**src/logic/ooo_pkg.sv**
```systemverilog
package ooo_pkg;

    ////////////////////////////////////////////////////////////
    // Sizes
    ////////////////////////////////////////////////////////////

    // Architectural registers
    localparam int num_regs = 8;
    localparam int reg_bits = 3;

    // Destination tags in flight
    localparam int num_tags = 8;
    localparam int tag_bits = 3;

    // Reservation station slots
    localparam int rs_entries = 4;
    localparam int rs_bits = 2;

    // Cycles from ALU start to CDB for MUL
    localparam int mul_latency = 4;

    ////////////////////////////////////////////////////////////
    // Types
    ////////////////////////////////////////////////////////////

    typedef enum logic [1:0] {
        op_add,
        op_sub,
        op_xor,
        op_mul
    } alu_op_e;

    typedef struct packed {
        alu_op_e               op;
        logic [reg_bits-1:0]   rd;
        logic [reg_bits-1:0]   rs1;
        logic [reg_bits-1:0]   rs2;
    } inst_t;

    // Tag view of an operand word that is still waiting
    typedef struct packed {
        logic [31-tag_bits:0]  pad;
        logic [tag_bits-1:0]   tag;
    } pending_t;

    // Data or tag, chosen by the ready bit next to it
    typedef union packed {
        logic [31:0]           value;
        pending_t              pending;
    } operand_u;

    typedef struct packed {
        logic                  ready;
        operand_u              word;
    } operand_t;

    typedef struct packed {
        alu_op_e               op;
        logic [reg_bits-1:0]   rd;
        logic [tag_bits-1:0]   dest_tag;
        operand_t              opa;
        operand_t              opb;
    } rs_load_t;

    typedef struct packed {
        alu_op_e               op;
        logic [reg_bits-1:0]   rd;
        logic [tag_bits-1:0]   dest_tag;
        logic [31:0]           a;
        logic [31:0]           b;
    } alu_req_t;

    typedef struct packed {
        logic                  valid;
        logic [tag_bits-1:0]   tag;
        logic [reg_bits-1:0]   rd;
        logic [31:0]           value;
    } cdb_t;

endpackage

```
**src/logic/dispatch_unit.sv**
```systemverilog
`timescale 1ns/1ps

module dispatch_unit (
    input  logic                          clock,
    input  logic                          reset,
    input  logic                          issue_valid,
    input  ooo_pkg::inst_t                issue_inst,
    output logic                          issue_stall,
    input  logic                          rs_full,
    output logic                          load_valid,
    output ooo_pkg::rs_load_t             load,
    input  ooo_pkg::cdb_t                 cdb,
    input  logic [ooo_pkg::reg_bits-1:0]  arch_index,
    output logic [31:0]                   arch_value
);
    import ooo_pkg::*;

    // Architectural state and register status table
    logic [31:0]          regs [num_regs];
    logic [num_regs-1:0]  pending;
    logic [tag_bits-1:0]  pend_tag [num_regs];
    logic [num_tags-1:0]  tag_busy;

    logic [tag_bits-1:0]  free_tag;
    logic                 tag_avail;
    logic                 accept;
    logic                 cdb_write;

    // Register value, CDB bypass, or the tag to wait on
    function automatic operand_t lookup(input logic [reg_bits-1:0] r);
        operand_t opnd;
        opnd = '0;
        if (!pending[r]) begin
            opnd.ready = 1'b1;
            opnd.word.value = regs[r];
        end else if (cdb.valid && cdb.tag == pend_tag[r]) begin
            opnd.ready = 1'b1;
            opnd.word.value = cdb.value;
        end else begin
            opnd.ready = 1'b0;
            opnd.word.pending.tag = pend_tag[r];
        end
        return opnd;
    endfunction

    // Lowest free tag
    always_comb begin
        free_tag = '0;
        for (int t = num_tags - 1; t >= 0; t--) begin
            if (!tag_busy[t]) free_tag = tag_bits'(t);
        end
    end

    assign tag_avail   = ~&tag_busy;
    assign issue_stall = rs_full | ~tag_avail;
    assign accept      = issue_valid & ~issue_stall;
    assign load_valid  = accept;

    assign load.op       = issue_inst.op;
    assign load.rd       = issue_inst.rd;
    assign load.dest_tag = free_tag;
    assign load.opa      = lookup(issue_inst.rs1);
    assign load.opb      = lookup(issue_inst.rs2);

    // Only the youngest writer of rd may update the register
    assign cdb_write = cdb.valid && pending[cdb.rd] && pend_tag[cdb.rd] == cdb.tag;

    assign arch_value = regs[arch_index];

    always_ff @(posedge clock or posedge reset) begin
        if (reset) begin
            for (int i = 0; i < num_regs; i++) begin
                regs[i]     <= 32'(i);
                pend_tag[i] <= '0;
            end
            pending  <= '0;
            tag_busy <= '0;
        end else begin
            if (cdb_write) begin
                regs[cdb.rd]    <= cdb.value;
                pending[cdb.rd] <= 1'b0;
            end
            if (cdb.valid) tag_busy[cdb.tag] <= 1'b0;
            // New issue wins over a same-cycle CDB clear of rd
            if (accept) begin
                pending[issue_inst.rd]  <= 1'b1;
                pend_tag[issue_inst.rd] <= free_tag;
                tag_busy[free_tag]      <= 1'b1;
            end
        end
    end

    // Results only come back for tags handed out here
    cdb_tag_busy: assert property (@(posedge clock) disable iff (reset)
        cdb.valid |-> tag_busy[cdb.tag])
        else $error("CDB broadcast on free tag %0d", cdb.tag);

endmodule

```
**src/logic/rs_entry.sv**
```systemverilog
`timescale 1ns/1ps

module rs_entry (
    input  logic               clock,
    input  logic               reset,
    input  logic               load_en,
    input  ooo_pkg::rs_load_t  load,
    input  logic               free,
    input  ooo_pkg::cdb_t      cdb,
    output logic               busy,
    output logic               ready,
    output ooo_pkg::alu_req_t  req
);
    import ooo_pkg::*;

    rs_load_t  entry;
    logic      snoop_a;
    logic      snoop_b;

    // Capture a missing operand when its producer broadcasts
    assign snoop_a = busy && !entry.opa.ready && cdb.valid
                     && cdb.tag == entry.opa.word.pending.tag;
    assign snoop_b = busy && !entry.opb.ready && cdb.valid
                     && cdb.tag == entry.opb.word.pending.tag;

    always_ff @(posedge clock or posedge reset) begin
        if (reset) begin
            busy <= 1'b0;
        end else if (load_en) begin
            busy <= 1'b1;
        end else if (free) begin
            busy <= 1'b0;
        end
    end

    always_ff @(posedge clock) begin
        if (load_en) begin
            entry <= load;
        end else begin
            if (snoop_a) begin
                entry.opa.ready      <= 1'b1;
                entry.opa.word.value <= cdb.value;
            end
            if (snoop_b) begin
                entry.opb.ready      <= 1'b1;
                entry.opb.word.value <= cdb.value;
            end
        end
    end

    assign ready = busy & entry.opa.ready & entry.opb.ready;

    assign req.op       = entry.op;
    assign req.rd       = entry.rd;
    assign req.dest_tag = entry.dest_tag;
    assign req.a        = entry.opa.word.value;
    assign req.b        = entry.opb.word.value;

    // Station steers loads to empty slots only
    load_when_free: assert property (@(posedge clock) disable iff (reset)
        load_en |-> !busy)
        else $error("Load into occupied RS slot");

endmodule

```
**src/logic/reservation_station.sv**
```systemverilog
`timescale 1ns/1ps

module reservation_station (
    input  logic               clock,
    input  logic               reset,
    input  logic               load_valid,
    input  ooo_pkg::rs_load_t  load,
    output logic               rs_full,
    input  ooo_pkg::cdb_t      cdb,
    input  logic               alu_ready,
    output logic               req_valid,
    output ooo_pkg::alu_req_t  req
);
    import ooo_pkg::*;

    logic [rs_entries-1:0]  slot_busy;
    logic [rs_entries-1:0]  slot_ready;
    logic [rs_entries-1:0]  slot_load;
    logic [rs_entries-1:0]  slot_free;
    alu_req_t               slot_req [rs_entries];

    logic [rs_bits-1:0]     load_idx;
    logic [rs_bits-1:0]     send_idx;
    logic                   any_ready;

    ////////////////////////////////////////////////////////////
    // Slots
    ////////////////////////////////////////////////////////////

    for (genvar g = 0; g < rs_entries; g++) begin : slots
        rs_entry entry_i (
            .clock   (clock),
            .reset   (reset),
            .load_en (slot_load[g]),
            .load    (load),
            .free    (slot_free[g]),
            .cdb     (cdb),
            .busy    (slot_busy[g]),
            .ready   (slot_ready[g]),
            .req     (slot_req[g])
        );
    end

    ////////////////////////////////////////////////////////////
    // Allocation and select
    ////////////////////////////////////////////////////////////

    // Lowest free slot and lowest ready slot
    always_comb begin
        load_idx = '0;
        send_idx = '0;
        for (int i = rs_entries - 1; i >= 0; i--) begin
            if (!slot_busy[i]) load_idx = rs_bits'(i);
            if (slot_ready[i]) send_idx = rs_bits'(i);
        end
    end

    assign any_ready = |slot_ready;
    assign rs_full   = &slot_busy;
    assign req_valid = alu_ready & any_ready;
    assign req       = slot_req[send_idx];

    // One-hot load and free strobes
    always_comb begin
        for (int i = 0; i < rs_entries; i++) begin
            slot_load[i] = load_valid && load_idx == rs_bits'(i);
            slot_free[i] = req_valid && send_idx == rs_bits'(i);
        end
    end

    // Dispatch stalls on a full station
    no_load_when_full: assert property (@(posedge clock) disable iff (reset)
        load_valid |-> !rs_full)
        else $error("Load while reservation station full");

endmodule

```
**src/logic/alu_unit.sv**
```systemverilog
`timescale 1ns/1ps

module alu_unit (
    input  logic               clock,
    input  logic               reset,
    input  logic               req_valid,
    input  ooo_pkg::alu_req_t  req,
    output logic               alu_ready,
    output ooo_pkg::cdb_t      cdb
);
    import ooo_pkg::*;

    typedef logic [$clog2(mul_latency):0] count_t;

    logic                 start;
    logic                 start_mul;
    logic                 mul_done;
    logic [31:0]          result;
    count_t               count;

    // MUL result waiting for its countdown
    logic [tag_bits-1:0]  mul_tag;
    logic [reg_bits-1:0]  mul_rd;
    logic [31:0]          mul_value;

    // CDB register
    logic                 res_valid;
    logic [tag_bits-1:0]  res_tag;
    logic [reg_bits-1:0]  res_rd;
    logic [31:0]          res_value;

    assign start     = req_valid & alu_ready;
    assign start_mul = start && req.op == op_mul;
    assign mul_done  = count == count_t'(1);
    assign alu_ready = count == '0;

    always_comb begin
        case (req.op)
            op_add:  result = req.a + req.b;
            op_sub:  result = req.a - req.b;
            op_xor:  result = req.a ^ req.b;
            default: result = req.a * req.b;
        endcase
    end

    always_ff @(posedge clock or posedge reset) begin
        if (reset) begin
            count     <= '0;
            res_valid <= 1'b0;
        end else begin
            res_valid <= (start && !start_mul) || mul_done;
            if (start_mul) count <= count_t'(mul_latency - 1);
            else if (count != '0) count <= count - 1'b1;
        end
    end

    always_ff @(posedge clock) begin
        if (start_mul) begin
            mul_tag   <= req.dest_tag;
            mul_rd    <= req.rd;
            mul_value <= result;
        end
        if (start && !start_mul) begin
            res_tag   <= req.dest_tag;
            res_rd    <= req.rd;
            res_value <= result;
        end else if (mul_done) begin
            res_tag   <= mul_tag;
            res_rd    <= mul_rd;
            res_value <= mul_value;
        end
    end

    assign cdb = '{valid: res_valid, tag: res_tag, rd: res_rd, value: res_value};

    // Each result is broadcast once
    cdb_one_cycle: assert property (@(posedge clock) disable iff (reset)
        cdb.valid |=> !(cdb.valid && cdb.tag == $past(cdb.tag)))
        else $error("CDB tag %0d held for more than one cycle", cdb.tag);

endmodule

```
**src/logic/ooo_core_top.sv**
```systemverilog
`timescale 1ns/1ps

module ooo_core_top (
    input  logic                          clock,
    input  logic                          reset,
    input  logic                          issue_valid,
    input  ooo_pkg::inst_t                issue_inst,
    output logic                          issue_stall,
    input  logic [ooo_pkg::reg_bits-1:0]  arch_index,
    output logic [31:0]                   arch_value,
    output ooo_pkg::cdb_t                 cdb
);
    import ooo_pkg::*;

    // Dispatch to station
    logic      load_valid;
    rs_load_t  load;
    logic      rs_full;

    // Station to ALU
    logic      req_valid;
    alu_req_t  req;
    logic      alu_ready;

    dispatch_unit dispatch_i (
        .clock       (clock),
        .reset       (reset),
        .issue_valid (issue_valid),
        .issue_inst  (issue_inst),
        .issue_stall (issue_stall),
        .rs_full     (rs_full),
        .load_valid  (load_valid),
        .load        (load),
        .cdb         (cdb),
        .arch_index  (arch_index),
        .arch_value  (arch_value)
    );

    reservation_station station_i (
        .clock      (clock),
        .reset      (reset),
        .load_valid (load_valid),
        .load       (load),
        .rs_full    (rs_full),
        .cdb        (cdb),
        .alu_ready  (alu_ready),
        .req_valid  (req_valid),
        .req        (req)
    );

    alu_unit alu_i (
        .clock     (clock),
        .reset     (reset),
        .req_valid (req_valid),
        .req       (req),
        .alu_ready (alu_ready),
        .cdb       (cdb)
    );

endmodule

```
**config.mk**
```make
export PLATFORM = sky130hd
export DESIGN_NAME = ooo_core_top
export DESIGN_NICKNAME = d
export VERILOG_FILES = /design/src/logic/ooo_pkg.sv /design/src/logic/dispatch_unit.sv /design/src/logic/rs_entry.sv /design/src/logic/reservation_station.sv /design/src/logic/alu_unit.sv /design/src/logic/ooo_core_top.sv
export SDC_FILE = /design/constraint.sdc
export NUM_CORES = 2
export LEC_CHECK = 0
export BUFFER_PORTS_ARGS = -buffer_cell sky130_fd_sc_hd__buf_2
export CAP_MARGIN = 20
export CORE_ASPECT_RATIO = 0.6
export CORE_UTILIZATION = 45
export CTS_BUF_LIST = sky130_fd_sc_hd__clkbuf_8
export DETAILED_ROUTE_END_ITERATION = 8
export SLEW_MARGIN = 30
export SYNTH_ARGS = -nofsm -noshare
export SYNTH_HDL_FRONTEND = slang
export SYNTH_SLANG_ARGS = --single-unit
```
**constraint.sdc**
```tcl
create_clock -name clock -period 9.2 [get_ports clock]
set_input_delay 0.46 -clock clock [delete_from_list [all_inputs] [get_ports clock]]
set_output_delay 0.46 -clock clock [all_outputs]
set_load 0.02 [all_outputs]
```
## Yosys cells after proc, flatten, opt, wreduce, memory -nomap -nowiden

Cells that the tools add are included.

| storage, ports and cells | value |
|---|---|
| register bits after elaboration | 676 |
| bits of input ports | 17 |
| output and inout port bits | 72 |
| word-level logic and storage cells | 301 |

| cells by class | value |
|---|---|
| add/sub/neg operators | 3 |
| $mul | 1 |
| order comparisons | 18 |
| eq/ne operators | 21 |
| muxes and demuxes | 98 |
| bitwise operators | 26 |
| reductions and logical operators | 76 |

Operators by type and width:

| kind | count |
|---|---|
| 33-bit 2-to-1 mux | 10 |
| 32-bit binary-select mux with 3-bit select | 3 |
| 32-bit 2-to-1 mux | 9 |
| 66-bit 2-to-1 mux | 4 |
| 256-bit bitwise mux | 1 |
| 72-bit binary-select mux with 2-bit select | 1 |
| 72-bit 2-to-1 mux | 2 |
| 32-bit demux with 3-bit select | 1 |
| 32-bit case mux with 3 select lines | 1 |
| 3-bit 2-to-1 mux | 23 |
| 29-bit 2-to-1 mux | 2 |
| 1-bit logical AND | 44 |
| 3-bit == test | 11 |
| 32-bit adder | 1 |
| 32-bit by 32-bit multiplier with 32-bit output | 1 |
| 8-bit 2-to-1 mux | 4 |
| 32-bit subtractor | 1 |
| 32-bit bitwise XOR | 1 |
| 2-bit nonzero test | 14 |
| 3-bit binary-select mux with 3-bit select | 3 |
| 24-bit bitwise mux | 1 |
| 3-bit by 4-bit < comparator with 1-bit output (second input constant) | 6 |
| 4-bit >= comparator (second input constant) | 5 |
| 3-bit inverter with 4-bit output | 5 |
| other kinds (27) | 89 |

## Depth between registers and ports, before layout

| logic depth | value |
|---|---|
| depth after elaboration | 15 |
| depth in mapped cells | 41 |
| depth with buffers taken out | 34 |

## Cells and area by module

A second synthesis with hierarchy kept.

| second synthesis, totals | value |
|---|---|
| cell total of the unflattened synthesis | 5409 |
| area, all modules | 57883.0 µm² |

Modules (own cells, without submodules):

| module | times used | cells an instance | area each (µm²) | seq. area each (µm²) |
|---|---|---|---|---|
| alu_unit | 1 | 2413 | 21886.0 | 2382.3 |
| dispatch_unit | 1 | 1304 | 18773.0 | 7422.1 |
| rs_entry | 4 | 334 | 3678.5 | 2247.2 |
| reservation_station | 1 | 356 | 2509.9 | 0.0 |

## Worst setup path before layout

No wires, ideal clock.

| timing path | value |
|---|---|
| path kind | register -> register |
| start point | register station_i.slots[1].entry_i.entry[65] in the netlist's numbering |
| end point | register alu_i.mul_value[31], data pin |
| library setup time | 270 ps |
| data arrival time | 8592 ps |
| required time | 8930 ps |
| path slack | 338 ps |
| cell stages (with the launch flop) | 36 |
| buffers on the path | 5 |
| clock period less this slack | 8862 ps |
| cells stage by stage | edfxtp_1 > and3_1 > buf_6 > buf_6 > buf_6 > buf_4 > buf_2 > nand2_1 > a21oi_1 > a221oi_1 > clkinv_1 > ha_1 > inv_1 > fa_1 > fa_1 > inv_1 > fa_1 > inv_1 > fa_1 > inv_1 > fa_1 > fa_1 > fa_1 > fa_1 > ha_1 > a2111oi_0 > nand2b_1 > o311a_1 > nand3_1 > nand2_1 > a21oi_1 > o21ai_0 > a221oi_1 > xnor2_1 > a211oi_1 > a21oi_1 |

| on the way | value |
|---|---|
| cells in the longest elaborated chain, start to end | 10 |
| elaborated cells on any way between the ends | 16 |
| classes of those cells | 2 x add/sub; 1 x mul; 2 x eq/ne; 6 x mux; 4 x bitwise; 1 x reduce/logical |

RTL lines:

| element | line | text |
|---|---|---|
| from (decl) | rs_entry.sv:16 | `rs_load_t entry;` |
| from (signal assigned) | rs_entry.sv:38 | `entry <= load;` |
| 1-bit bitwise AND * (2 in series) | rs_entry.sv:51 | `assign ready = busy & entry.opa.ready & entry.opb.ready;` |
| 2-bit 2-to-1 mux * (2 in series) | reservation_station.sv:54 | `if (slot_ready[i]) send_idx = rs_bits'(i);` |
| 2-bit inverter with 3-bit output (implied by the code) * | reservation_station.sv:61 | `assign req = slot_req[send_idx];` |
| 72-bit binary-select mux with 2-bit select * | reservation_station.sv:61 |  |
| 72-bit 2-to-1 mux (implied by the code) * (2 in series) | reservation_station.sv:61 |  |
| 32-bit by 32-bit multiplier with 32-bit output, or another cell as far along | alu_unit.sv:42 | `default: result = req.a * req.b;` |
| 32-bit case mux with 3 select lines * | alu_unit.sv:38 | `case (req.op)` |
| net alu_i.result[31] | alu_unit.sv:18 | `logic [31:0] result;` |
| to (signal assigned) | alu_unit.sv:61 | `mul_value <= result;` |
| to (decl) | alu_unit.sv:24 | `logic [31:0] mul_value;` |

The timed path passes the listed nets; every way through them passes the cells marked *. The select of a mux whose other input is x is not followed.
A chain may end at the register's enable or synchronous reset.

## Final worst setup path

| timing path | value |
|---|---|
| start point | register station_i.slots[2].entry_i.entry[65] in the netlist's numbering |
| end point | register alu_i.res_value[17], data pin |

| on the way | value |
|---|---|
| elaborated cells on any way between the ends | 25 |
| classes of those cells | 2 x add/sub; 1 x mul; 3 x eq/ne; 8 x mux; 6 x bitwise; 5 x reduce/logical |

RTL lines:

| element | line | text |
|---|---|---|
| from (decl) | rs_entry.sv:16 |  |
| from (signal assigned) | rs_entry.sv:38 |  |
| 1-bit bitwise AND * (2 in series) | rs_entry.sv:51 |  |
| 2-bit 2-to-1 mux * (3 in series) | reservation_station.sv:54 |  |
| 2-bit inverter with 3-bit output (implied by the code) * | reservation_station.sv:61 |  |
| 72-bit binary-select mux with 2-bit select * | reservation_station.sv:61 |  |
| 72-bit 2-to-1 mux (implied by the code) * (2 in series) | reservation_station.sv:61 |  |
| 32-bit by 32-bit multiplier with 32-bit output, or another cell as far along | alu_unit.sv:42 |  |
| 32-bit case mux with 3 select lines * | alu_unit.sv:38 |  |
| net alu_i.result[17] | alu_unit.sv:18 |  |
| 32-bit 2-to-1 mux * | alu_unit.sv:63 | `if (start && !start_mul) begin` |
| to (signal assigned) | alu_unit.sv:66 | `res_value <= result;` |
| to (signal assigned) | alu_unit.sv:70 | `res_value <= mul_value;` |
| to (decl) | alu_unit.sv:30 | `logic [31:0] res_value;` |

Marks and branches as above.

==> summary.txt <==
Yosys
  • EDFF count, synth: 372
  • Ys Warns: 0
  • Mean Syn Cell Area: 10.9 µm²
  • Primary FF master, synth: edfxtp_1
  • Sequential area share after synthesis: 35.0%
  • #FFs+latches synth: 676
  • Distinct cells, synth: a little over 100
  • Post-synthesis async set-or-reset flop share: 45.0%
  • Syn Inst Count: 4934
  • Synthesized net count: 5532
  • Netlist Area Pre-Place: 0.0538 mm²

Setup path
  • Worst reg2reg path depth: 34
  • Max incr delay on CP: 0.55 ns
  • Crit-path leading delay family: adder cells
  • Worst Path Max Fanout: 16
  • WS Path Type: reg2reg
  • Worst Path Arrival: between 9 and 10 ns
  • Crit start category: flop
  • Data required time of the critical path: a little under 10 ns
  • CP max-delay cell: fa_1
  • WP depth: 34
  • CP Buf/Inv Count: 9
  • CP Capture Type: flop

Drt
  • First DRT Iteration DRCs: 5208
  • Vias per std cell: 6.16
  • Drt total wl: roughly 190000 µm
  • Residual DRC: 0
  • Via Count: 41600
  • DR WL/cell: 28.4 µm
  • DRT Pass-1 Iters: 6
  • Post-route antenna net violation count: 0

Worst hold path
  • Hold path depth: 1
  • Worst hold-check path type: in2reg

Run
  • Max Cap Viol: 0

Timing
  • Relative slew slack: about a third
  • Fmax achieved: 0.112 GHz
  • Final period utilization: between 90 and 100%
  • Final setup viols: 0
  • Clock skew: 0.0597 ns
  • Final-report hold violation count: 0
  • Final setup TNS: 0 ns
  • RSZ-0062 raised after global routing: false
  • Min cycle time layout: 8.93 ns
  • Worst-Margin Slew: 0.990 ns
  • Max Slew Vio Count: 0

Global routing
  • GRT overflow: 0
  • GRT Util Overall: 31.9%
  • First-pass GRT wire length: approximately 280000 µm
  • Antenna violations before repair: 2
  • Largest net degree at the start of global routing: 151
  • Number of global-route vias before repair: 40700

Die
  • # rows: 97
  • Core box area: 0.118 mm²
  • Die Span X: between 400 and 500 µm
  • Initial Utilization: 45.7%
  • Die height: 270 µm
  • Io pins: 89
  • Die Area: roughly 0.12 mm²

CTS
  • Clock buffer count from CTS: 96
  • CTS tree: done
  • Worst skew pair latency: 0.78 ns
  • Root Driver: clkbuf_8
  • Clk slew on worst S/H paths: approximately 0.07 ns
  • Worst-case clock buffer depth: 3
  • CTS H-Tree Depth: 3
  • Sink Count: 676

Status
  • Outcome: finished clean

Final layout
  • Layout fillers: roughly 11000
  • Layout Nets: 5689
  • Synth-to-layout area growth: 11.4%
  • Layout cell share with drive strength beyond 1: 23.2%
  • Antenna fix cells: 0
  • Area of the multi-input gates: 0.0322 mm²
  • Flip-flop and latch area: ~0.019 mm²

Placed design
  • Port Buffers: 88
  • Routability congestion estimate: 1.09
  • Post-DP HPWL: 140000 µm
Yosys cell counts, drive strengths merged (12+ instances only):
master / instances / area [µm²]
o21ai: 141 / 713
clkinv: 17 / 63.8
nand2b: 29 / 181
o22ai: 13 / 87.6
a21o: 30 / 225
nand3: 44 / 248
buf: 107 / 558
fa: 409 / 8190
mux2i: 83 / 831
mux4: 212 / 4770
nor2: 623 / 2350
o221ai: 25 / 269
nor4: 27 / 184
nor2b: 17 / 106
nand4: 26 / 169
a21oi: 385 / 1950
and2: 12 / 75.1
dfrtp: 292 / 7310
nor3: 32 / 170
clkbuf: 243 / 912
a221oi: 31 / 358
inv: 438 / 1640
xnor2: 138 / 1220
dfstp: 12 / 315
nand2: 364 / 1370
and3: 18 / 113
edfxtp: 372 / 11200
a31oi: 83 / 549
a221o: 15 / 150
ha: 172 / 2150
xor2: 46 / 403
mux2: 311 / 3500
o21bai: 17 / 128
layout by cell type (no fill, tap or decap), types with 102 or more instances in the layout:
master,instances
a21oi_1,381
buf_4,272
clkbuf_8,102
dfrtp_1,292
edfxtp_1,372
fa_1,409
ha_1,172
inv_1,460
mux2_2,310
mux4_2,212
nand2_1,361
nor2_1,618
o21ai_0,120
xnor2_1,136
final timing paths:
check | start | endpoint | slack (ns)
max in group asynchronous | reset | dispatch_i.regs[88] | 6.68
max reg2reg | station_i.slots[2].entry_i.entry[65] | alu_i.res_value[17] | 0.27
min | issue_inst[7] | station_i.slots[2].entry_i.req[68] | 0.06
min reg2reg | dispatch_i.regs[1] | dispatch_i.regs[1] | 0.51
min in group asynchronous | reset | dispatch_i.pend_tag[12] | 0.40
max | station_i.slots[2].entry_i.entry[65] | alu_i.res_value[17] | 0.27
worst register-to-register path, delay by kind of cell, from the launching register on:
kind / cells / cell delay, ns
compound gates: 8 / 1.76
xor+xnor: 1 / 0.13
fa+ha+maj: 10 / 3.42
buf+inv: 9 / 1.35
flops: 1 / 0.41
mux: 2 / 0.70
simple gates: 4 / 0.87
per-layer routing:
metal | vias up | GRT usage (%) | part of all wire (%)
met1 | 21300 | 50.6 | 46
met4 | 0 | 4.83 | 1.6
met5 | - | 0 | 0
met2 | 2431 | 41.5 | 39
li1 | 17600 | - | -
met3 | 231 | 11.4 | 14
registers in the layout, summed over array words and instances, names as in the netlist:
name / cells
alu_i.res_valid: 1
station_i.slots.entry_i.req: 288
alu_i.mul_rd: 3
dispatch_i.pend_tag: 24
station_i.slots.entry_i.busy: 4
alu_i.mul_tag: 3
alu_i.count: 3
dispatch_i.tag_busy: 8
alu_i.res_rd: 3
alu_i.mul_value: 32
alu_i.res_value: 32
alu_i.res_tag: 3
dispatch_i.regs: 256
station_i.slots.entry_i.entry: 8
dispatch_i.pending: 8
area by class of cell:
| cell class | count | area share [%] |
|---|---|---|
| clock buffer | 102 | 2.34 |
| clock inverter | 73 | 0.725 |
| inverter | 455 | 2.88 |
| multi-input combinational | 3454 | 53.7 |
| sequential | 676 | 31.4 |
| tap | 1584 | 3.31 |
| timing repair buffer | 408 | 5.63 |
kinds of logic after synthesis:
logic type	count (synthesis)	share of synthesized area, %
simple gates	1221	9.63
xor+xnor	185	3.05
mux	606	16.9
fa+ha+maj	582	19.2
compound gates	859	10.3
buf+inv	805	5.91
flops	676	35.0
stage by stage:
stage	utilization, %	hold slack (ns)	instance area, µm²	setup WS (ns)	instances
floorplan	-	0.470	53800	0.338	4934
global placement	48.9	0.482	57500	-0.0249	6553
detailed placement	49.0	0.494	57600	-0.126	6557
CTS	50.6	0.000126	59500	0.0140	6737
global route	50.9	0.0237	59900	0.00285	6752
finish	50.9	0.0565	59900	0.267	6752
what timing repair did:
item                                    4_1_cts  5_1_grt
endpoints found under the hold margin        98        0
pin swaps                                     0        5
gates resized for setup                       4       42
endpoints found under the setup margin        1        8
buffers inserted                              0       13
gates cloned                                  0        2
hold buffers                                  5        0
Power is left out: the tool's default activity adds up to more than one toggle a clock period on the data nets, which glitch-free logic cannot reach.
